<file path="config.mk">
export PLATFORM = sky130hd
export DESIGN_NAME = fpu_top
export DESIGN_NICKNAME = d
export VERILOG_FILES = /design/src/source/fpu_pkg.sv /design/src/source/fpu_op_if.sv /design/src/source/fpu_res_if.sv /design/src/source/fpu_issue.sv /design/src/source/fp_operand_class.sv /design/src/source/fpu_compute.sv /design/src/source/fpu_retire.sv /design/src/source/fpu_top.sv
export VERILOG_INCLUDE_DIRS = /design/src /design/src/source
export SDC_FILE = /design/constraint.sdc
export NUM_CORES = 1
export LEC_CHECK = 0
export CORE_UTILIZATION = 60
export CTS_BUF_LIST = sky130_fd_sc_hd__clkbuf_8
export DETAILED_ROUTE_END_ITERATION = 10
export DONT_BUFFER_PORTS = 1
export PLACE_DENSITY_LB_ADDON = 0.12
export SETUP_SLACK_MARGIN = 0.1
export SYNTH_ARGS = -nofsm -noshare
export SYNTH_HDL_FRONTEND = slang
export SYNTH_SLANG_ARGS = --single-unit
</file>
<file path="constraint.sdc">
create_clock -name clk -period 3.8 [get_ports clk]
set_input_delay 0.76 -clock clk [delete_from_list [all_inputs] [get_ports clk]]
set_output_delay 0.76 -clock clk [all_outputs]
set_load 0.05 [all_outputs]
</file>
<file path="src/source/fpu_consts.svh">
`ifndef FPU_CONSTS_SVH
`define FPU_CONSTS_SVH

// =====================================================================
// Data widths, single precision only
// =====================================================================
`define FPU_FLEN 32                  // Float register width
`define FPU_XLEN 32                  // Integer register width

// IEEE 754 binary32 patterns
`define FPU_CANON_NAN 32'h7fc00000   // Canonical quiet NaN, positive
`define FPU_EXP_ONES 8'hff           // Exponent of inf and NaN

// =====================================================================
// funct3 codes for FP_CMP
// =====================================================================
`define FPU_F3_FEQ 3'd2
`define FPU_F3_FLT 3'd1
`define FPU_F3_FLE 3'd0

// FCLASS result mask, one bit per category
`define FPU_CLASS_BITS 10

`endif

</file>
<file path="src/source/fpu_pkg.sv">
`include "fpu_consts.svh"

package fpu_pkg;

  // fp_alu_op encoding as sent by the control unit
  typedef enum logic [4:0] {
    FP_ADD    = 5'b00000,
    FP_SUB    = 5'b00001,
    FP_MUL    = 5'b00010,
    FP_DIV    = 5'b00011,
    FP_SQRT   = 5'b00100,
    FP_SGNJ   = 5'b00101,
    FP_SGNJN  = 5'b00110,
    FP_SGNJX  = 5'b00111,
    FP_MIN    = 5'b01000,
    FP_MAX    = 5'b01001,
    FP_CVT    = 5'b01010,
    FP_CMP    = 5'b01011,
    FP_CLASS  = 5'b01100,
    FP_FMA    = 5'b01101,
    FP_FMSUB  = 5'b01110,
    FP_FNMSUB = 5'b01111,
    FP_FNMADD = 5'b10000,
    FP_MV_XW  = 5'b10001,  // Float bits to integer register
    FP_MV_WX  = 5'b10010   // Integer bits to float register
  } fp_op_e;

  // Internal operation after decode, compares already split by funct3
  typedef enum logic [3:0] {
    SGNJ, SGNJN, SGNJX, MIN, MAX, FEQ, FLT, FLE, CLASS, MV_XW, MV_WX, UNSUPPORTED
  } unit_op_e;

  typedef struct packed {
    logic        sign;
    logic [7:0]  exponent;  // Biased by 127
    logic [22:0] mantissa;  // Fraction without hidden bit
  } fp_fields_t;

  // Same 32 bits, seen as a plain word or as IEEE fields
  typedef union packed {
    logic [`FPU_FLEN-1:0] raw;
    fp_fields_t           fields;
  } fp32_word_u;

  typedef struct packed {
    logic is_neg;
    logic is_inf;
    logic is_zero;
    logic is_sub;
    logic is_norm;
    logic is_snan;
    logic is_qnan;
  } fp_class_t;

endpackage

</file>
<file path="src/source/fpu_op_if.sv">
`timescale 1ns/1ns
`include "fpu_consts.svh"

// One decoded operation, qualified by valid, no ready
interface fpu_op_if;
  import fpu_pkg::*;

  logic                 valid;        // One operation per high cycle
  unit_op_e             op;           // Decoded operation
  fp32_word_u           a;            // rs1 float operand
  fp32_word_u           b;            // rs2 float operand
  logic [`FPU_XLEN-1:0] int_operand;  // Source of FMV.W.X

  // Input side drives
  modport issue (
    output valid, op, a, b, int_operand
  );

  // Processing side reads
  modport compute (
    input valid, op, a, b, int_operand
  );

endinterface

</file>
<file path="src/source/fpu_res_if.sv">
`timescale 1ns/1ns
`include "fpu_consts.svh"

// One finished result, qualified by valid, no ready
interface fpu_res_if;
  import fpu_pkg::*;

  logic                 valid;       // Result present this cycle
  fp32_word_u           fp_result;   // Float destination value
  logic [`FPU_XLEN-1:0] int_result;  // Integer destination value
  logic                 nv;          // Invalid operation

  modport produce (
    output valid, fp_result, int_result, nv
  );

  modport consume (
    input valid, fp_result, int_result, nv
  );

endinterface

</file>
<file path="src/source/fpu_issue.sv">
`timescale 1ns/1ns
`include "fpu_consts.svh"

module fpu_issue (
  input  logic                 clk,
  input  logic                 rst_n,
  input  logic                 start,        // New operation this cycle
  input  fpu_pkg::fp_op_e      fp_alu_op,
  input  logic [2:0]           funct3,       // Compare select for FP_CMP
  input  logic [`FPU_FLEN-1:0] operand_a,
  input  logic [`FPU_FLEN-1:0] operand_b,
  input  logic [`FPU_XLEN-1:0] int_operand,
  fpu_op_if.issue              op
);
  import fpu_pkg::*;

  unit_op_e dec_op;  // Decoded from fp_alu_op and funct3

  // =====================================================================
  // Decode
  // =====================================================================
  always_comb begin
    case (fp_alu_op)
      FP_SGNJ:  dec_op = SGNJ;
      FP_SGNJN: dec_op = SGNJN;
      FP_SGNJX: dec_op = SGNJX;
      FP_MIN:   dec_op = MIN;
      FP_MAX:   dec_op = MAX;
      FP_CMP: begin
        case (funct3)
          `FPU_F3_FLT: dec_op = FLT;
          `FPU_F3_FLE: dec_op = FLE;
          default:     dec_op = FEQ;  // FEQ code and all spare codes
        endcase
      end
      FP_CLASS: dec_op = CLASS;
      FP_MV_XW: dec_op = MV_XW;
      FP_MV_WX: dec_op = MV_WX;
      // Arithmetic, FMA and converters are not built here
      default:  dec_op = UNSUPPORTED;
    endcase
  end

  // =====================================================================
  // Issue register
  // =====================================================================
  always_ff @(posedge clk or negedge rst_n) begin
    if (!rst_n) begin
      op.valid <= 1'b0;
    end else begin
      op.valid <= start;  // One cycle of valid per start
    end
  end

  // Payload only moves with a new operation
  always_ff @(posedge clk) begin
    if (start) begin
      op.op          <= dec_op;
      op.a.raw       <= operand_a;
      op.b.raw       <= operand_b;
      op.int_operand <= int_operand;
    end
  end

endmodule

</file>
<file path="src/source/fp_operand_class.sv">
`timescale 1ns/1ns
`include "fpu_consts.svh"

module fp_operand_class (
  input  fpu_pkg::fp32_word_u word,  // Value under test
  output fpu_pkg::fp_class_t  cls    // Exactly one category set, plus sign
);
  import fpu_pkg::*;

  logic exp_ones;   // Exponent all ones, inf or NaN
  logic exp_zero;   // Exponent all zeros, zero or subnormal
  logic man_zero;   // No fraction bits set
  logic quiet_bit;  // Top fraction bit, quiet NaN marker

  assign exp_ones  = (word.fields.exponent == `FPU_EXP_ONES);
  assign exp_zero  = (word.fields.exponent == 8'h00);
  assign man_zero  = (word.fields.mantissa == 23'h0);
  assign quiet_bit = word.fields.mantissa[22];

  // =====================================================================
  // Category
  // =====================================================================
  always_comb begin
    cls.is_neg = word.fields.sign;  // Reported for NaN too

    // Special exponent
    cls.is_inf  = exp_ones && man_zero;
    cls.is_snan = exp_ones && !man_zero && !quiet_bit;
    cls.is_qnan = exp_ones && quiet_bit;

    // Zero exponent
    cls.is_zero = exp_zero && man_zero;
    cls.is_sub  = exp_zero && !man_zero;  // Denormal, no hidden bit

    // Everything in between
    cls.is_norm = !exp_ones && !exp_zero;
  end

endmodule

</file>
<file path="src/source/fpu_compute.sv">
`timescale 1ns/1ns
`include "fpu_consts.svh"

module fpu_compute (
  input  logic       clk,
  input  logic       rst_n,
  fpu_op_if.compute  op,
  fpu_res_if.produce res
);
  import fpu_pkg::*;

  fp_class_t                  cls_a;       // Category of rs1
  fp_class_t                  cls_b;       // Category of rs2
  logic                       a_nan;
  logic                       b_nan;
  logic                       any_nan;
  logic                       any_snan;
  logic                       both_zero;   // Zeros of any sign
  logic                       mag_lt;      // |a| < |b|
  logic                       mag_gt;      // |a| > |b|
  logic                       ord_lt;      // a < b, -0 equal to +0
  logic                       ord_eq;      // a == b, -0 equal to +0
  logic                       mm_lt;       // a < b, -0 below +0
  logic [`FPU_CLASS_BITS-1:0] class_mask;  // FCLASS of rs1
  fp32_word_u                 minmax_val;
  fp32_word_u                 fp_next;
  logic [`FPU_XLEN-1:0]       int_next;
  logic                       nv_next;

  fp_operand_class u_class_a (.word(op.a), .cls(cls_a));
  fp_operand_class u_class_b (.word(op.b), .cls(cls_b));

  // =====================================================================
  // Ordering
  // =====================================================================
  assign a_nan     = cls_a.is_snan | cls_a.is_qnan;
  assign b_nan     = cls_b.is_snan | cls_b.is_qnan;
  assign any_nan   = a_nan | b_nan;
  assign any_snan  = cls_a.is_snan | cls_b.is_snan;
  assign both_zero = cls_a.is_zero & cls_b.is_zero;

  // Magnitude order is plain unsigned order of exponent and fraction
  assign mag_lt = {op.a.fields.exponent, op.a.fields.mantissa} <
                  {op.b.fields.exponent, op.b.fields.mantissa};
  assign mag_gt = {op.a.fields.exponent, op.a.fields.mantissa} >
                  {op.b.fields.exponent, op.b.fields.mantissa};

  always_comb begin
    if (op.a.fields.sign != op.b.fields.sign) begin
      ord_lt = op.a.fields.sign && !both_zero;  // Negative side is lower
    end else if (op.a.fields.sign) begin
      ord_lt = mag_gt;                          // Both negative, order flips
    end else begin
      ord_lt = mag_lt;
    end
  end

  assign ord_eq = (op.a.raw == op.b.raw) || both_zero;
  assign mm_lt  = ord_lt || (both_zero && op.a.fields.sign && !op.b.fields.sign);

  // =====================================================================
  // FMIN / FMAX
  // =====================================================================
  always_comb begin
    if (a_nan && b_nan) begin
      minmax_val.raw = `FPU_CANON_NAN;
    end else if (a_nan) begin
      minmax_val = op.b;  // NaN loses to a number
    end else if (b_nan) begin
      minmax_val = op.a;
    end else if (op.op == MAX) begin
      minmax_val = mm_lt ? op.b : op.a;
    end else begin
      minmax_val = mm_lt ? op.a : op.b;
    end
  end

  // FCLASS mask, bit 0 is -inf up to bit 9 quiet NaN
  assign class_mask = {cls_a.is_qnan,
                       cls_a.is_snan,
                       !cls_a.is_neg & cls_a.is_inf,
                       !cls_a.is_neg & cls_a.is_norm,
                       !cls_a.is_neg & cls_a.is_sub,
                       !cls_a.is_neg & cls_a.is_zero,
                       cls_a.is_neg & cls_a.is_zero,
                       cls_a.is_neg & cls_a.is_sub,
                       cls_a.is_neg & cls_a.is_norm,
                       cls_a.is_neg & cls_a.is_inf};

  // =====================================================================
  // Result select, unused result stays zero
  // =====================================================================
  always_comb begin
    fp_next  = '0;
    int_next = '0;
    nv_next  = 1'b0;
    case (op.op)
      SGNJ:  fp_next.raw = {op.b.fields.sign, op.a.raw[`FPU_FLEN-2:0]};
      SGNJN: fp_next.raw = {!op.b.fields.sign, op.a.raw[`FPU_FLEN-2:0]};
      SGNJX: fp_next.raw = {op.a.fields.sign ^ op.b.fields.sign, op.a.raw[`FPU_FLEN-2:0]};
      MIN, MAX: begin
        fp_next = minmax_val;
        nv_next = any_snan;  // Quiet NaN input is not invalid
      end
      FEQ: begin
        int_next = {{(`FPU_XLEN-1){1'b0}}, ord_eq && !any_nan};
        nv_next  = any_snan;
      end
      FLT: begin
        int_next = {{(`FPU_XLEN-1){1'b0}}, ord_lt && !any_nan};
        nv_next  = any_nan;  // Signalling compare
      end
      FLE: begin
        int_next = {{(`FPU_XLEN-1){1'b0}}, (ord_lt || ord_eq) && !any_nan};
        nv_next  = any_nan;
      end
      CLASS: int_next = {{(`FPU_XLEN-`FPU_CLASS_BITS){1'b0}}, class_mask};
      MV_XW: int_next = op.a.raw;         // Bit copy, no conversion
      MV_WX: fp_next.raw = op.int_operand;
      default: ;                           // UNSUPPORTED, all zero
    endcase
  end

  // =====================================================================
  // Result register
  // =====================================================================
  always_ff @(posedge clk or negedge rst_n) begin
    if (!rst_n) begin
      res.valid <= 1'b0;
    end else begin
      res.valid <= op.valid;
    end
  end

  always_ff @(posedge clk) begin
    if (op.valid) begin
      res.fp_result  <= fp_next;
      res.int_result <= int_next;
      res.nv         <= nv_next;
    end
  end

endmodule

</file>
<file path="src/source/fpu_retire.sv">
`timescale 1ns/1ns
`include "fpu_consts.svh"

module fpu_retire (
  input  logic                 clk,
  input  logic                 rst_n,
  input  logic                 clear_flags,  // Clears the accumulated flag
  fpu_res_if.consume           res,
  output logic                 done,         // One cycle per result
  output logic [`FPU_FLEN-1:0] fp_result,
  output logic [`FPU_XLEN-1:0] int_result,
  output logic                 flag_nv,      // Flag of this result
  output logic                 nv_sticky     // Accumulated, like fflags.NV
);

  // =====================================================================
  // Output registers, hold while idle
  // =====================================================================
  always_ff @(posedge clk or negedge rst_n) begin
    if (!rst_n) begin
      done       <= 1'b0;
      fp_result  <= '0;
      int_result <= '0;
      flag_nv    <= 1'b0;
    end else begin
      done <= res.valid;
      if (res.valid) begin
        fp_result  <= res.fp_result.raw;
        int_result <= res.int_result;
        flag_nv    <= res.nv;
      end
    end
  end

  // Set has priority over clear at the same edge
  always_ff @(posedge clk or negedge rst_n) begin
    if (!rst_n) begin
      nv_sticky <= 1'b0;
    end else if (res.valid && res.nv) begin
      nv_sticky <= 1'b1;
    end else if (clear_flags) begin
      nv_sticky <= 1'b0;
    end
  end

endmodule

</file>
<file path="src/source/fpu_top.sv">
`timescale 1ns/1ns
`include "fpu_consts.svh"

module fpu_top (
  input  logic                 clk,
  input  logic                 rst_n,
  input  logic                 start,        // Sampled every cycle, no stall
  input  fpu_pkg::fp_op_e      fp_alu_op,
  input  logic [2:0]           funct3,
  input  logic [`FPU_FLEN-1:0] operand_a,
  input  logic [`FPU_FLEN-1:0] operand_b,
  input  logic [`FPU_XLEN-1:0] int_operand,
  input  logic                 clear_flags,
  output logic                 done,         // Third cycle after start
  output logic [`FPU_FLEN-1:0] fp_result,
  output logic [`FPU_XLEN-1:0] int_result,
  output logic                 flag_nv,
  output logic                 nv_sticky
);

  // =====================================================================
  // Stage links
  // =====================================================================
  fpu_op_if  op_bus ();   // Issue to compute
  fpu_res_if res_bus ();  // Compute to retire

  fpu_issue u_issue (
    .clk         (clk),
    .rst_n       (rst_n),
    .start       (start),
    .fp_alu_op   (fp_alu_op),
    .funct3      (funct3),
    .operand_a   (operand_a),
    .operand_b   (operand_b),
    .int_operand (int_operand),
    .op          (op_bus.issue)
  );

  fpu_compute u_compute (
    .clk   (clk),
    .rst_n (rst_n),
    .op    (op_bus.compute),
    .res   (res_bus.produce)
  );

  fpu_retire u_retire (
    .clk         (clk),
    .rst_n       (rst_n),
    .clear_flags (clear_flags),
    .res         (res_bus.consume),
    .done        (done),
    .fp_result   (fp_result),
    .int_result  (int_result),
    .flag_nv     (flag_nv),
    .nv_sticky   (nv_sticky)
  );

endmodule

</file>
Word-level counts from Yosys, hierarchy flattened
Index checks and enable logic that the tools add are counted.
{"block": "totals", "regBits": 234, "inputBits": 108, "output_inout_bits": 67, "word_cells": 111}
{"block": "classes", "magnitude_cmp": 2, "n_eq_ne": 24, "n_mux": 15, "bitwise_logic": 14, "reduce_logical": 42}
{"operator": "case mux 32 bit (5 select lines)", "n": 2}
{"operator": "two-way mux 32 bit", "n": 6}
{"operator": "logical NOT 23 bit", "n": 2}
{"operator": "case mux 4 bit (9 select lines)", "n": 1}
{"operator": "== test 32 bit", "n": 1}
{"operator": "greater-than comparator 31 bit", "n": 1}
{"operator": "less-than comparator 31 bit", "n": 1}
{"operator": "== test 5 x 4 -> 1 bit (second input constant)", "n": 4}
{"operator": "logical AND 1 bit", "n": 19}
{"operator": "== test 4 x 3 -> 1 bit (second input constant)", "n": 4}
{"operator": "== test 8 bit (second input constant)", "n": 2}
{"operator": "logical NOT 8 bit", "n": 2}
{"operator": "== test 5 x 3 -> 1 bit (second input constant)", "n": 3}
{"operator": "== test 4 bit (second input constant)", "n": 3}
{"operator": "== test 5 bit (second input constant)", "n": 2}
{"operator": "logical NOT 1 bit", "n": 10}
{"operator": "AND 1 bit", "n": 9}
{"operator": "== test 4 x 2 -> 1 bit (second input constant)", "n": 2}
{"operator": "== test 4 x 1 -> 1 bit (second input constant)", "n": 1}
{"operator": "logical NOT 4 bit", "n": 1}
{"operator": "two-way mux 1 bit", "n": 4}
{"operator": "OR 1 bit", "n": 4}
{"operator": "case mux 2 bit (2 select lines)", "n": 1}
{"operator": "OR reduction 2 bit", "n": 2}
{"operator": "8 further kinds", "n": 10}

Longest topological paths before layout
{"block": "depth", "depth_word": 13, "mapped_depth": 12, "ltp_nobuf": 10}

Hierarchy
From an unflattened synthesis, not the netlist that was laid out.
{"block": "unflattened", "cells_unflattened": 708, "hier_area_um2": 10417.5}
{"mod": "fpu_compute", "instances": 1, "cells_each": 396, "area_per_inst_um2": 4276.6, "seq_area_each_um2": 1976.9}
{"mod": "fpu_issue", "instances": 1, "cells_each": 123, "area_per_inst_um2": 3183.1, "seq_area_each_um2": 3027.9}
{"mod": "fpu_retire", "instances": 1, "cells_each": 143, "area_per_inst_um2": 2627.5, "seq_area_each_um2": 1676.6}
{"mod": "fp_operand_class", "instances": 2, "cells_each": 23, "area_per_inst_um2": 165.2, "seq_area_each_um2": 0.0}

Worst setup path after synthesis
Ideal clock, no wire load.
{"block": "synth_timing", "kind": "register to register", "start": "register u_issue.op.a[26]", "end": "register u_compute.res.fp_result[23], data pin", "setup_ps": 274, "arrival_ps": 3181, "t_required_ps": 3526, "setup_slack_ps": 345, "stages_incl_launch_ff": 12, "n_path_buf": 2, "period_less_slack_ps": 3455, "path_cell_list": "edfxtp_1 -> ha_1 -> nand4_1 -> or4_1 -> or4_1 -> a21oi_2 -> or3_1 -> buf_2 -> o21ai_2 -> a211oi_4 -> buf_6 -> o221ai_1"}
{"item": "from (decl)", "line": "fpu_op_if.sv:16", "source": "output valid, op, a, b, int_operand"}
{"item": "to (signal assigned)", "line": "fpu_compute.sv:137", "source": "res.fp_result <= fp_next;"}
{"item": "to (decl)", "line": "fpu_res_if.sv:14", "source": "output valid, fp_result, int_result, nv"}

==> parameters.txt <==
Parameter                              Value

Status
  Outcome ... finished clean

STA
  Achievable clock frequency ... 277 MHz
  Slew at the pin closest to its max-slew limit ... around 1200 ps
  Final worst-path cycle share ... 0.949
  Max-slew headroom ... 0.180
  Fin Clk Skew ... roughly 23 ps
  Final count of hold timing violations ... 0
  Setup repair after global routing missed its margin ... false
  Max-slew violation total from the final report ... 0
  Final number of setup-violating endpoints ... 0
  Tightest hold margin ... 117 ps
  Crit path time final ... around 3600 ps
  Fin Setup TNS ... 0 ps

Synth
  Share of synthesized registers carrying an async set or reset ... 0.295
  Count of flip-flops with a built-in enable after synthesis ... 165
  Cell variety after synth ... 62
  Top cell types by occurrence after synthesis ... edfxtp_1, nand2_1, dfrtp_1
  Top cell type by total area after synthesis ... edfxtp_1
  Synth area leaders ... edfxtp_1, dfrtp_1, mux2_2
  Syn Std Cell Area ... 10400 µm²
  Sequential-to-total area share from yosys stat ... 0.644
  Cell with the most instances after synthesis ... edfxtp_1
  Post-synth net total ... 899
  Area fraction of the dominant cell type after synthesis ... 0.477
  Dominant register cell in the synthesized netlist ... edfxtp_1
  Yosys reg bits ... between 200 and 250
  Average cell area after synthesis ... 13.7 µm²
  Cells after synthesis ... 758
  Yosys warning count ... 0

Routing
  Aggregate routed wire length ... 25300 µm
  Highest metal layer with signal wires ... met5
  Length of routed met2 wiring ... 12000 µm
  Average routed wire per standard cell ... 23.9 µm
  Via density per instance ... 6.31
  Met3 WL post-DR ... 2420 µm
  M1 wire length ... 10300 µm
  Initial detailed-routing violation count ... 644
  Count of unresolved DRC violations after routing ... 0
  Post-DRT Antenna Nets ... 0
  First drt pass iteration count ... 6
  Vias after detailed routing ... between 6k and 7k

Global routing
  Total global routing overflow ... 0
  Antenna violations before repair ... 5
  Gr usage total ... 0.288
  Global-route wire length before repair ... 38200 µm
  Largest net degree at the start of global routing ... 102
  Vias in the first global route ... 6784

Floorplan
  Row cnt ... 47
  Die outline width ... 134 µm
  Die outline area ... 17800 µm²
  Core Box Area ... 16800 µm²
  Number of top-level design ports ... about 180
  Initial Utilization ... 0.619
  Die Height ... 134 µm

Min path
  Hold WC Path Type ... in -> async

Critical path
  Element type at the critical path end ... flip-flop
  Maximum net fanout on the critical path ... 7
  Critical path class ... reg -> reg
  Critical Path AT ... 3870 ps
  Worst Path Required ... 4060 ps
  RR Startpoint ... u_issue.op.a[24]
  Critical path launch point type ... flip-flop
  First element of the critical path ... u_issue.op.a[24]

CTS
  Clock sink total ... about 230
  Number of buffers on the longest clock path ... 3
  Clock buffer count from CTS ... 37
  Root Buffer ... clkbuf_8
  Clock tree from TritonCTS ... yes
  Worst skew pair latency ... around 530 ps
  H-tree depth ... 2
  CTS clk-pin slew, worst paths ... 60 ps

Placement
  Placed Instance Area ... 10700 µm²
  Number of port buffers ... 0
  Final HPWL DP ... 17500 µm
  Cell total after placement ... 975
  Routability congestion estimate ... 0.913

Layout
  # nets final ... 949
  Post-route standard cell area excluding fillers ... 11700 µm²
  Post-synthesis to final-layout area growth ... 12.9%
  Final std cells w/o fill ... 1061
  Final core utilization ... 0.699
  Layout cells sized above 1 ... 0.246

Pwr
  Static leakage ... 4.45 nW
  IR drop worst, VDD ... 367 µV
  Ratio of total power to cell area ... roughly 540 nW/µm²

Run
  Maximum capacitance violations ... 0
## cells by family (layout without fill, tap and decap cells)
family,Yosys count,after routing,share of synthesized area
other,0,4,0
DFF,234,234,0.644
muxes,71,71,0.0762
buffers and inverters,70,149,0.0283
AOI/OAI and AO/OA,130,130,0.0997
xor gates and xnor gates,2,2,0.00169
and+or+nand+nor,218,218,0.110
adders and majority gates,33,33,0.0398
## path summary, 6_finish.rpt
| check | end | slack [ps] | depth (start not counted) |
|---|---|---|---|
| max in group asynchronous | u_compute.res.valid | 3330 | 1 |
| worst min register to register | u_retire.fp_result[17] | 470 | 1 |
| worst min-delay path | u_retire.fp_result[20] | 120 | 1 |
| min in group clk | u_issue.op.valid | 310 | 0 |
| worst max-delay path | u_compute.res.fp_result[17] | 190 | 11 |
| worst max register to register | u_compute.res.fp_result[17] | 190 | 11 |
## sequential cells by signal (all words and copies together), names as in the netlist
name / cells
u_compute.res.fp_result: 32
u_compute.res.int_result: 32
u_issue.op.a: 32
u_issue.op.b: 32
u_issue.op.int_operand: 32
u_retire.fp_result: 32
u_retire.int_result: 32
u_issue.op.op: 4
u_compute.res.nv: 1
u_compute.res.valid: 1
u_issue.op.valid: 1
u_retire.done: 1
u_retire.flag_nv: 1
u_retire.nv_sticky: 1
## metal layers
metal | up-vias | GRT usage
met5 | - | 0
met4 | 2 | 0.105
met3 | 51 | 0.0776
met2 | 335 | 0.452
met1 | 3320 | 0.387
li1 | 2989 | -
## layout by cell type (no fill, tap or decap), drive strengths merged, types with 2 or more instances in the layout
cell type    n
a22oi        3
dfrtp       69
buf         40
nand4       15
a221oi       2
a21oi       30
nand3       13
a211oi       2
o221ai      27
mux2        64
nor3        11
inv         50
o211ai       3
or4          4
clkinv       9
ha          33
nand3b       2
and2        21
o41ai        4
a221o        2
mux2i        7
o22ai        2
and4         3
o21ai       30
a32o         6
edfxtp     165
nand2       93
nor4        23
clkinvlp     2
diode        4
o31ai        3
clkbuf      47
a211o        2
xnor2        2
nand2b       7
a31oi        2
nor2b        3
nor2        19
or3          2
a22o         3
## what timing repair did
| action | CTS | global route |
|---|---|---|
| gates resized for setup | 0 | 6 |
| buffers inserted | 0 | 11 |
| setup endpoints to repair | 0 | 28 |
| hold endpoints to repair | 69 | 0 |
| hold buffers | 1 | 0 |
## cell type report
class                           instances  area, µm²
Multi-Input combinational cell        454       3450
Fill cell                            1174       5040
Inverter                               40        150
Clock buffer                           46        633
Tap cell                              220        275
Timing Repair Buffer                   41        378
Antenna cell                            4       10.0
Clock inverter                         22        140
Sequential cell                       234       6680
## stage by stage
| stage | total power, W | setup WS, ps |
|---|---|---|
| 6_report | 0.00637 | 193 |
| 5_1_grt | 0.00660 | 77.2 |
| 4_1_cts | 0.00636 | 196 |
| 3_5_place_dp | 0.00419 | 193 |
| 3_3_place_gp | 0.00417 | 191 |
| 2_1_floorplan | 0.00397 | 345 |
## critical path, stage by stage (launching register included)
cell and delay (ps):
edfxtp_1 490, ha_1 360, nand4_1 180, or4_1 580, or4_1 530, a21oi_4 180, or3_4 170, o21ai_2 80
a211oi_4 320, buf_6 170, clkbuf_16 160, o221ai_1 100
## power by group
group	internal (W)	switching [W]	total, W
Combinational	0.000302	0.000348	0.000650
Sequential	0.00301	0.000555	0.00357
Clock	0.00118	0.000978	0.00216
Total	0.00449	0.00188	0.00637
Power figures use the tool's default switching activity.
